$ cat src/synth_pkg.sv
package synth_pkg;

    localparam int VOICES       = 4;
    localparam int V_WIDTH      = 2;
    localparam int PHASE_W      = 16;
    localparam int SAMPLE_W     = 8;
    localparam int LEVEL_W      = 8;
    localparam int KEY_W        = 7;
    localparam int SOUND_W      = 16;
    localparam int ACC_W        = 26;    // four full-scale products plus sign
    localparam int LEVEL_MAX    = 255;
    localparam int ATTACK_STEP  = 32;    // per frame, gate on
    localparam int RELEASE_STEP = 16;    // per frame, gate off
    localparam int MIX_SHIFT    = 9;

    typedef logic        [V_WIDTH-1:0]  voice_t;
    typedef logic        [KEY_W-1:0]    key_t;
    typedef logic        [KEY_W-1:0]    vel_t;
    typedef logic        [PHASE_W-1:0]  phase_t;
    typedef logic signed [SAMPLE_W-1:0] sample_t;
    typedef logic        [LEVEL_W-1:0]  level_t;
    typedef logic signed [SOUND_W-1:0]  sound_t;

    // octave 0 phase increments, C up to B
    localparam phase_t SEMI_INCR [12] = '{
        16'd64, 16'd68, 16'd72, 16'd76, 16'd81, 16'd85,
        16'd91, 16'd96, 16'd102, 16'd108, 16'd114, 16'd121
    };

    typedef struct packed {
        logic   valid;
        voice_t voice;
    } slot_t;

    typedef struct packed {
        key_t key;
        vel_t vel;
        logic gate;
    } voice_note_t;

    typedef struct packed {
        logic    valid;
        voice_t  voice;
        sample_t sample;
    } osc_out_t;

    typedef struct packed {
        logic   valid;
        voice_t voice;
        level_t level;
    } env_out_t;

    typedef enum logic {
        IDLE,
        SCAN
    } seq_state_t;

endpackage
$ cat src/synth_engine.sv
`timescale 1ns/100ps

module synth_engine
    import synth_pkg::*;
(
    input  logic               AUDIO_CLK,
    input  logic               rst_n,
    input  logic               trig,
    input  logic               note_on,
    input  logic               note_off,
    input  voice_t             note_voice,
    input  key_t               note_key,
    input  vel_t               note_vel,
    output sound_t             sound_out,
    output logic               sample_valid,
    output logic               run,
    output logic               frame_done,
    output logic [VOICES-1:0]  voice_free
);

    slot_t                    slot;
    voice_note_t [VOICES-1:0] notes;
    logic        [VOICES-1:0] retrig;
    osc_out_t                 osc_out;
    env_out_t                 env_out;

    slot_sequencer u_slot_sequencer (
        .AUDIO_CLK    ( AUDIO_CLK ),
        .rst_n        ( rst_n ),
        .trig         ( trig ),
        .slot         ( slot ),
        .run          ( run ),
        .frame_done   ( frame_done )
    );

    note_latch u_note_latch (
        .AUDIO_CLK    ( AUDIO_CLK ),
        .rst_n        ( rst_n ),
        .note_on      ( note_on ),
        .note_off     ( note_off ),
        .note_voice   ( note_voice ),
        .note_key     ( note_key ),
        .note_vel     ( note_vel ),
        .slot         ( slot ),     // clears retrigger flags
        .notes        ( notes ),
        .retrig       ( retrig )
    );

    osc_bank u_osc_bank (
        .AUDIO_CLK    ( AUDIO_CLK ),
        .rst_n        ( rst_n ),
        .slot         ( slot ),
        .notes        ( notes ),
        .retrig       ( retrig ),
        .osc_out      ( osc_out )
    );

    env_bank u_env_bank (
        .AUDIO_CLK    ( AUDIO_CLK ),
        .rst_n        ( rst_n ),
        .slot         ( slot ),
        .notes        ( notes ),
        .env_out      ( env_out ),
        .voice_free   ( voice_free )
    );

    voice_mixer u_voice_mixer (
        .AUDIO_CLK    ( AUDIO_CLK ),
        .rst_n        ( rst_n ),
        .osc_out      ( osc_out ),
        .env_out      ( env_out ),
        .notes        ( notes ),    // velocity lookup
        .sound_out    ( sound_out ),
        .sample_valid ( sample_valid )
    );

endmodule

$ cat src/voice_mixer.sv
`timescale 1ns/100ps

module voice_mixer
    import synth_pkg::*;
(
    input  logic                      AUDIO_CLK,
    input  logic                      rst_n,
    input  osc_out_t                  osc_out,
    input  env_out_t                  env_out,
    input  voice_note_t [VOICES-1:0]  notes,
    output sound_t                    sound_out,
    output logic                      sample_valid
);

    logic signed [ACC_W-1:0] acc;       // frame sum so far
    logic signed [ACC_W-1:0] prod;
    logic signed [ACC_W-1:0] sum;
    logic signed [ACC_W-1:0] shifted;
    logic                    tag_ok;
    logic                    last_voice;
    vel_t                    vel;

    always_comb begin
        tag_ok     = osc_out.valid && env_out.valid && (osc_out.voice == env_out.voice);
        last_voice = (osc_out.voice == voice_t'(VOICES - 1));
        vel        = notes[osc_out.voice].vel;
        // level and velocity are magnitudes, zero-extended before the signed multiply
        prod       = osc_out.sample * $signed({1'b0, env_out.level}) * $signed({1'b0, vel});
        sum        = acc + prod;
        shifted    = sum >>> MIX_SHIFT;
    end

    always_ff @(posedge AUDIO_CLK or negedge rst_n) begin
        if (!rst_n) begin
            acc          <= '0;
            sound_out    <= '0;
            sample_valid <= 1'b0;
        end else begin
            sample_valid <= 1'b0;
            if (tag_ok) begin
                if (last_voice) begin
                    sound_out    <= shifted[SOUND_W-1:0];   // truncate
                    sample_valid <= 1'b1;
                    acc          <= '0;                     // ready for next frame
                end else begin
                    acc <= sum;
                end
            end
        end
    end

endmodule

$ cat src/env_bank.sv
`timescale 1ns/100ps

module env_bank
    import synth_pkg::*;
(
    input  logic                      AUDIO_CLK,
    input  logic                      rst_n,
    input  slot_t                     slot,
    input  voice_note_t [VOICES-1:0]  notes,
    output env_out_t                  env_out,
    output logic        [VOICES-1:0]  voice_free
);

    level_t           level_mem [VOICES];   // one level per voice
    level_t           cur_level;
    logic [LEVEL_W:0] attack_sum;           // carry bit for saturation
    level_t           next_level;

    always_comb begin
        cur_level  = level_mem[slot.voice];
        attack_sum = {1'b0, cur_level} + (LEVEL_W + 1)'(ATTACK_STEP);
        if (notes[slot.voice].gate) begin
            if (attack_sum > (LEVEL_W + 1)'(LEVEL_MAX)) begin
                next_level = level_t'(LEVEL_MAX);
            end else begin
                next_level = attack_sum[LEVEL_W-1:0];
            end
        end else begin
            if (cur_level >= level_t'(RELEASE_STEP)) begin
                next_level = cur_level - level_t'(RELEASE_STEP);
            end else begin
                next_level = '0;            // floor
            end
        end
    end

    // free once released and fully decayed
    always_comb begin
        for (int v = 0; v < VOICES; v++) begin
            voice_free[v] = !notes[v].gate && (level_mem[v] == '0);
        end
    end

    always_ff @(posedge AUDIO_CLK or negedge rst_n) begin
        if (!rst_n) begin
            for (int v = 0; v < VOICES; v++) begin
                level_mem[v] <= '0;
            end
            env_out <= '0;
        end else begin
            env_out.valid <= slot.valid;
            if (slot.valid) begin
                level_mem[slot.voice] <= next_level;
                env_out.voice         <= slot.voice;
                env_out.level         <= next_level;
            end
        end
    end

endmodule

$ cat src/osc_bank.sv
`timescale 1ns/100ps

module osc_bank
    import synth_pkg::*;
(
    input  logic                      AUDIO_CLK,
    input  logic                      rst_n,
    input  slot_t                     slot,
    input  voice_note_t [VOICES-1:0]  notes,
    input  logic        [VOICES-1:0]  retrig,
    output osc_out_t                  osc_out
);

    phase_t      phase_mem [VOICES];    // one accumulator per voice
    voice_note_t cur_note;
    logic [3:0]  semi;
    logic [3:0]  octave;
    phase_t      incr;
    phase_t      next_phase;

    // key to increment: table lookup on the semitone, then one
    // doubling per octave, wrapping at 16 bits
    always_comb begin
        cur_note   = notes[slot.voice];
        semi       = 4'(cur_note.key % 12);
        octave     = 4'(cur_note.key / 12);
        incr       = SEMI_INCR[semi] << octave;
        if (retrig[slot.voice]) begin
            next_phase = '0;            // note_on restarts the wave
        end else begin
            next_phase = phase_mem[slot.voice] + incr;
        end
    end

    always_ff @(posedge AUDIO_CLK or negedge rst_n) begin
        if (!rst_n) begin
            for (int v = 0; v < VOICES; v++) begin
                phase_mem[v] <= '0;
            end
            osc_out <= '0;
        end else begin
            osc_out.valid <= slot.valid;
            if (slot.valid) begin
                phase_mem[slot.voice] <= next_phase;
                osc_out.voice         <= slot.voice;
                osc_out.sample        <= sample_t'(next_phase[PHASE_W-1 -: SAMPLE_W]); // saw
            end
        end
    end

endmodule

$ cat src/note_latch.sv
`timescale 1ns/100ps

module note_latch
    import synth_pkg::*;
(
    input  logic                      AUDIO_CLK,
    input  logic                      rst_n,
    input  logic                      note_on,
    input  logic                      note_off,
    input  voice_t                    note_voice,
    input  key_t                      note_key,
    input  vel_t                      note_vel,
    input  slot_t                     slot,
    output voice_note_t [VOICES-1:0]  notes,
    output logic        [VOICES-1:0]  retrig
);

    // Per-voice note store. A note_on also arms a retrigger flag, which
    // stays up until the voice's slot has gone by, so the oscillator sees
    // it exactly once.
    always_ff @(posedge AUDIO_CLK or negedge rst_n) begin
        if (!rst_n) begin
            notes  <= '0;
            retrig <= '0;
        end else begin
            for (int v = 0; v < VOICES; v++) begin
                if (slot.valid && slot.voice == voice_t'(v)) begin
                    retrig[v] <= 1'b0;      // consumed by osc_bank
                end
            end
            if (note_on) begin              // wins over note_off
                notes[note_voice].key  <= note_key;
                notes[note_voice].vel  <= note_vel;
                notes[note_voice].gate <= 1'b1;
                retrig[note_voice]     <= 1'b1;
            end else if (note_off) begin
                notes[note_voice].gate <= 1'b0;
            end
        end
    end

endmodule

$ cat src/slot_sequencer.sv
`timescale 1ns/100ps

module slot_sequencer
    import synth_pkg::*;
(
    input  logic  AUDIO_CLK,
    input  logic  rst_n,
    input  logic  trig,
    output slot_t slot,
    output logic  run,
    output logic  frame_done
);

    seq_state_t state;
    voice_t     cnt;        // next voice to issue

    always_ff @(posedge AUDIO_CLK or negedge rst_n) begin
        if (!rst_n) begin
            state      <= IDLE;
            cnt        <= '0;
            slot       <= '0;
            run        <= 1'b0;
            frame_done <= 1'b0;
        end else begin
            slot.valid <= 1'b0;
            frame_done <= 1'b0;
            case (state)
                IDLE: begin
                    run <= 1'b0;
                    if (trig && !run) begin     // run still high in the cycle after the last slot
                        state <= SCAN;
                        cnt   <= '0;
                    end
                end
                SCAN: begin
                    slot.valid <= 1'b1;
                    slot.voice <= cnt;
                    run        <= 1'b1;
                    cnt        <= cnt + 1'b1;
                    if (cnt == voice_t'(VOICES - 1)) begin
                        frame_done <= 1'b1;     // with the last slot
                        state      <= IDLE;
                    end
                end
                default: begin
                    state <= IDLE;
                end
            endcase
        end
    end

endmodule

$ cat config.mk
export PLATFORM = sky130hd
export DESIGN_NAME = synth_engine
export DESIGN_NICKNAME = d
export VERILOG_FILES = /design/src/synth_pkg.sv /design/src/synth_engine.sv /design/src/voice_mixer.sv /design/src/env_bank.sv /design/src/osc_bank.sv /design/src/note_latch.sv /design/src/slot_sequencer.sv
export SDC_FILE = /design/constraint.sdc
export NUM_CORES = 1
export LEC_CHECK = 0
export BUFFER_PORTS_ARGS = -buffer_cell sky130_fd_sc_hd__buf_4
export CAP_MARGIN = 25
export CORE_MARGIN = 8
export CORE_UTILIZATION = 33
export DETAILED_ROUTE_END_ITERATION = 10
export PLACE_DENSITY = 0.55
export SETUP_SLACK_MARGIN = 0.4
export SYNTH_ARGS = -nofsm -noshare
export SYNTH_HDL_FRONTEND = slang
export SYNTH_SLANG_ARGS = --single-unit
$ cat constraint.sdc
create_clock -name AUDIO_CLK -period 9.3 [get_ports AUDIO_CLK]
set_clock_uncertainty 0.1 [all_clocks]
set_input_delay 0.465 -clock AUDIO_CLK [delete_from_list [all_inputs] [get_ports AUDIO_CLK]]
set_output_delay 0.465 -clock AUDIO_CLK [all_outputs]
set_load 0.01 [all_outputs]
* Word-level counts from Yosys, hierarchy flattened
Memories as Yosys holds them, arrays and structs flattened.
Cells that the tools add are included.
** Word-level totals
- Flip-flop bits (word level) :: 230
- Bits in read-only memories :: 256
- Memories kept :: 1
- Bits in latches :: 0
- Input bits :: 21
- RAM bits :: 0
** Memories
- (name not given) :: words 16, width 16, rd ports 1, clocked after memory_dff 0, wr ports 0, RTL line osc_bank.sv:27 : incr = SEMI_INCR[semi] << octave;
** Cells by class
- Magnitude comparators :: 9
- Div/mod/pow operators :: 2
- Mux-type cells :: 55
- Shift operators :: 1
- Multipliers :: 2
- Bitwise gates (word level) :: 4
- $add $sub $neg :: 5
- Reduce and logical (&&, ||, !) cells :: 23
- Equality and inequality tests :: 6
** Operators with widths (number)
- $bwmux W60 :: 4
- $mux W60 :: 2
- $mux W16 :: 6
- $demux W15 S2 :: 3
- $bwmux W64 :: 1
- $mux W8 :: 8
- $bmux W15 S2 :: 2
- $bmux W16 S2 :: 1
- $bwmux W32 :: 1
- $demux W16 S2 :: 1
- $div A7 B4 Y32 const B :: 1
- $logic_not A8 Y1 :: 4
- $mod A7 B4 Y32 const B :: 1
- $mux W15 :: 2
- $add A26 B26 Y26 :: 1
- $mul A26 B8 Y26 :: 1
- $mux W26 :: 1
- $mul A8 B9 Y17 :: 1
- $add A16 B16 Y16 :: 1
- $bmux W8 S2 :: 1
- $demux W8 S2 :: 1
- $shl A16 B4 Y16 :: 1
- $mux W1 :: 13
- $logic_and A1 B1 Y1 :: 11
- 28 further kinds :: 38

* Depth between registers and ports, before layout
- Word-level depth :: 11
- Gate-level depth with buffers :: 39

* Modules after synthesis
A second synthesis with hierarchy kept.
** Unflattened totals
- Cell total of the unflattened synthesis :: 2030
- Area, all modules :: 19313.5 µm²
** Modules (own cells, without submodules)
- voice_mixer :: sequential area each 1051.0 µm², times used 1, area an instance 8997.4 µm², cells an instance 1016
- osc_bank :: sequential area each 1876.8 µm², times used 1, area an instance 5262.5 µm², cells an instance 614
- note_latch :: sequential area each 1601.5 µm², times used 1, area an instance 2467.4 µm², cells an instance 152
- env_bank :: sequential area each 1076.0 µm², times used 1, area an instance 2284.7 µm², cells an instance 226
- slot_sequencer :: sequential area each 175.2 µm², times used 1, area an instance 301.5 µm², cells an instance 22

* Worst setup path after synthesis
Ideal clock, no wire load.
- Kind :: register to register
- Start :: register u_env_bank.env_out[0] (netlist name)
- End :: register u_voice_mixer.acc[24]
- Path slack :: 0.563 ns
- Arrival time :: 8.499 ns
- Clock period less this slack :: 8.737 ns
- Stages on the path, launching flop included :: 35
- Path through :: dfrtp_1 -> clkbuf_1 -> nand2b_1 -> fa_1 -> fa_1 -> inv_1 -> fa_1 -> fa_1 -> ha_1 -> a21oi_1 -> o21bai_1 -> a21oi_1 -> o21bai_1 -> a21oi_1 -> nor2b_1 -> o21ai_0 -> a21oi_1 -> xnor2_1 -> clkbuf_1 -> nor2_1 -> fa_1 -> fa_1 -> inv_1 -> fa_1 -> inv_1 -> fa_1 -> ha_1 -> a21o_1 -> a211o_1 -> o21ai_0 -> a21oi_1 -> a211o_1 -> a21oi_1 -> xnor2_1 -> o22ai_1
** Between the ends
- Word-level cells in the longest chain between the ends :: 4
** RTL lines
- $mul A8 B9 Y17 :: RTL line voice_mixer.sv:28 : prod = osc_out.sample * $signed({1'b0, env_out.level}) * $signed({1'b0, vel});
- $mul A26 B8 Y26 :: RTL line voice_mixer.sv:28
- $add A26 B26 Y26 :: RTL line voice_mixer.sv:29 : sum = acc + prod;
- $mux W26 :: RTL line voice_mixer.sv:41 : if (last_voice) begin
- end signal, assigned :: RTL line voice_mixer.sv:46 : acc <= sum;
- end, declared :: RTL line voice_mixer.sv:15 : logic signed [ACC_W-1:0] acc;
No other way between the ends.
A chain may end at the register's enable or synchronous reset.

* Worst setup path in the final report
- Start :: register u_env_bank.env_out[0] (netlist name)
- End :: register u_voice_mixer.acc[24]
** Between the ends
- Word-level cells in the longest chain between the ends :: 4
** RTL lines (RTL line)
- $mul A8 B9 Y17 :: voice_mixer.sv:28
- $mul A26 B8 Y26 :: voice_mixer.sv:28
- $add A26 B26 Y26 :: voice_mixer.sv:29
- $mux W26 :: voice_mixer.sv:41
No other way between the ends.

==> qor.txt <==
Status - finished clean
Met3 WL - 1.40 mm
Cell count after synthesis - 1893
RSZ-0062 raised after global routing - yes
Initial antenna violation count - 3
CTS sink count - 228
Number of max-cap violations - 0
Clock tree buffer depth - 3
Die ar. - 63000 um2
Crit Path Max Fanout - 6
Hold WC Path Type - in -> reg
DR vias - 13.1k
Largest net degree at the start of global routing - 81
Highest metal layer with signal wires - met5
ANT nets after route - 0
Hold Path End - u_note_latch.notes[17]
Boundary Pins - 44
Cell Area, Synth - 18200 um2
Fmax - 116 MHz
Fin crit period - 8.62 ns
Worst-case reg-to-reg path depth - 33
CP Launch Type - flop
Fin. max-slew vios - 0
Critical path type - reg -> reg
Die width - 251 um
Top-count cell post-synth - inv_1
WHS Path Cells - 2
Flop and latch count out of synthesis - 228
Critical path arrival - 8.91 ns
DP Worst Slack - 0.0133 ns
Met2 wire length - 20.5 mm
Final instance area - 20900 um2
Clock latency on the worst-skew pair - 0.56 ns
GR Overflow Total - 0
CP peak stage delay - 0.55 ns
CTS tree - yes
Top FF cell, synth - dfrtp_1
Post-synth EDFFs - 0
Fin. Hold Viols - 0
Setup TNS - 0 ns
Share of layout cells above drive strength 1 - 0.176
Relative slew margins - 0.323
DP HPWL - 30.5 mm
CTS clk-pin slew, worst paths - 0.06 ns
Yosys warns - 0
Worst Setup End Kind - flop
Met1 wire length - 19.0 mm
Reg2reg end - u_voice_mixer.acc[24]
Sequential fraction of the synthesis area - 0.313
# DRC - 0
Area leader, netlist - dfrtp_1
Area Overhead vs Synth - 14.8%
DIE HEIGHT - 251 um
Worst reg2reg path startpoint - u_env_bank.env_out[0]
Placed Area - 19300 um2
GRT Total Usage - 0.132
Clock root buffer - clkbuf_16
Top-area cell type share of the netlist area - 0.313
Top post-synthesis cells by count - 267 x inv_1, 249 x nand2_1, 228 x dfrtp_1
Worst Tran Pin Value - 1.01 ns
Initial core utilization - 0.332
Site Rows - 86
Setup ws final - 0.685 ns
DR WL/cell - 15.7 um
Hold Startpoint - note_vel[1]
Core ar. - 54900 um2
IO buf count - 43
Critical-path top delay cell - fa_1
Post-synthesis cell type count - 72
Gpl congestion - 0.876
Critical Path RT - 9.59 ns
First-pass GRT wire length - 70.0 mm
Syn_nets - 2187
Reg-to-reg slack, setup - 0.68 ns
Final setup violating endpoints - 0
Tcrit/Tclk final - 0.926
CTS buffer count - 26
Cell mode on critical path - fa_1
WL final - 41.7 mm
H-Tree Depth - 1
Async S/R FF share, synth - 1.00
Pre-antenna DRT Iters - 5
Nets@finish - 2230
Largest cells by area after synthesis - dfrtp_1 31%, fa_1 17%, ha_1 8.2%, inv_1 5.5%, nand2_1 5.1%
Synth Area per Inst - 9.63 um2
Vias in the first global route - 13.6k
DR iter-0 viols - 674
Via/cell ratio - 4.92
worst max-delay path, delay by kind of cell, from the launching register on:
family / cells / cell delay, ns
AOI/OAI and AO/OA: 12 / 1.91
xor gates and xnor gates: 2 / 0.39
adders and majority gates: 10 / 4.58
buffers and inverters: 6 / 0.43
DFF: 1 / 0.44
and+or+nand+nor: 3 / 0.59
per-layer routing:
metal | track usage | vias to the layer above
met5 | 0 | -
met4 | 0.0379 | 2
met3 | 0.0176 | 54
met2 | 0.221 | 218
met1 | 0.178 | 6527
li1 | - | 6291
cell type report:
cell class                      instances  area [um2]
Inverter                              267        1000
Tap cell                              704         881
Timing Repair Buffer                   96         793
Clock inverter                         13         209
Multi-Input combinational cell       1317       11600
Fill cell                            5501       34000
Clock buffer                           33         717
Sequential cell                       228        5730
Antenna cell                            2        5.00
state kept, by name, summed over array words and instances (netlist names):
name	count
u_env_bank.env_out	11
u_voice_mixer.sound_out	16
u_note_latch.notes	60
u_osc_bank.osc_out	8
u_osc_bank.phase_mem	64
u_env_bank.level_mem	32
u_slot_sequencer.state	1
u_slot_sequencer.cnt	2
u_voice_mixer.sample_valid	1
u_note_latch.retrig	4
u_voice_mixer.acc	25
u_slot_sequencer.frame_done	1
u_slot_sequencer.slot	2
u_slot_sequencer.run	1
metrics by stage:
| stage | hold WS [ns] | instances | util |
|---|---|---|---|
| after floorplan | 0.0694 | 1893 | - |
| after global placement | 0.355 | 2581 | 0.351 |
| after detailed placement | 0.367 | 2582 | 0.351 |
| after CTS | 0.0295 | 2630 | 0.370 |
| after global routing | 0.0417 | 2660 | 0.381 |
| final | 0.0653 | 2660 | 0.381 |
logic make-up (layout without fill, tap and decap cells):
family | after synthesis | in the layout | synth area share
and+or+nand+nor | 523 | 523 | 0.126
buffers and inverters | 348 | 409 | 0.0738
AOI/OAI and AO/OA | 331 | 331 | 0.109
adders and majority gates | 274 | 274 | 0.251
DFF | 228 | 228 | 0.313
muxes | 126 | 126 | 0.0969
xor gates and xnor gates | 63 | 63 | 0.0303
other | 0 | 2 | 0
placed cells by master (no fill, tap or decap), drive strengths merged, types with 4 or more instances in the layout:
master and instances:
clkbuf 34, a211oi 8, mux4 33, and2 35, xnor2 37, nor2b 7, or2 16, inv 267
a21o 22, bufinv 5, and3 4, fa 154, a211o 4, nor2 135, o21ai 156, mux2 70
dfrtp 228, o22ai 29, buf 93, nand2 250, nand4 5, or3 5, nand3 17, nand2b 18
nor3 15, nor4 9, xor2 26, a21oi 68, ha 119, mux2i 23, clkinv 5, o21bai 11
timing repair:
action | 4_1_cts | 5_1_grt
endpoints found under the setup margin | 11 | 16
pin swaps | 3 | 48
hold buffers | 1 | 0
gates cloned | 0 | 0
hold endpoints to repair | 78 | 0
resized for setup | 20 | 67
buffers inserted | 1 | 26
how the worst max path moves through the flow:
stage	from	endpoint	slack, ns	depth (start not counted)
4_1_cts	u_env_bank.env_out[0]	u_voice_mixer.acc[23]	0.40	35
3_3_place_gp	u_env_bank.env_out[1]	u_voice_mixer.sound_out[14]	0.24	36
3_5_place_dp	u_env_bank.env_out[1]	u_voice_mixer.acc[23]	0.01	36
5_1_grt	u_env_bank.env_out[1]	u_voice_mixer.acc[24]	0.32	35
6_report	u_env_bank.env_out[0]	u_voice_mixer.acc[24]	0.68	33
2_1_floorplan	u_env_bank.env_out[0]	u_voice_mixer.acc[24]	0.56	34
Power is not shown: default switching activity piles up to over one toggle a cycle in this logic, so the estimate is an artifact.
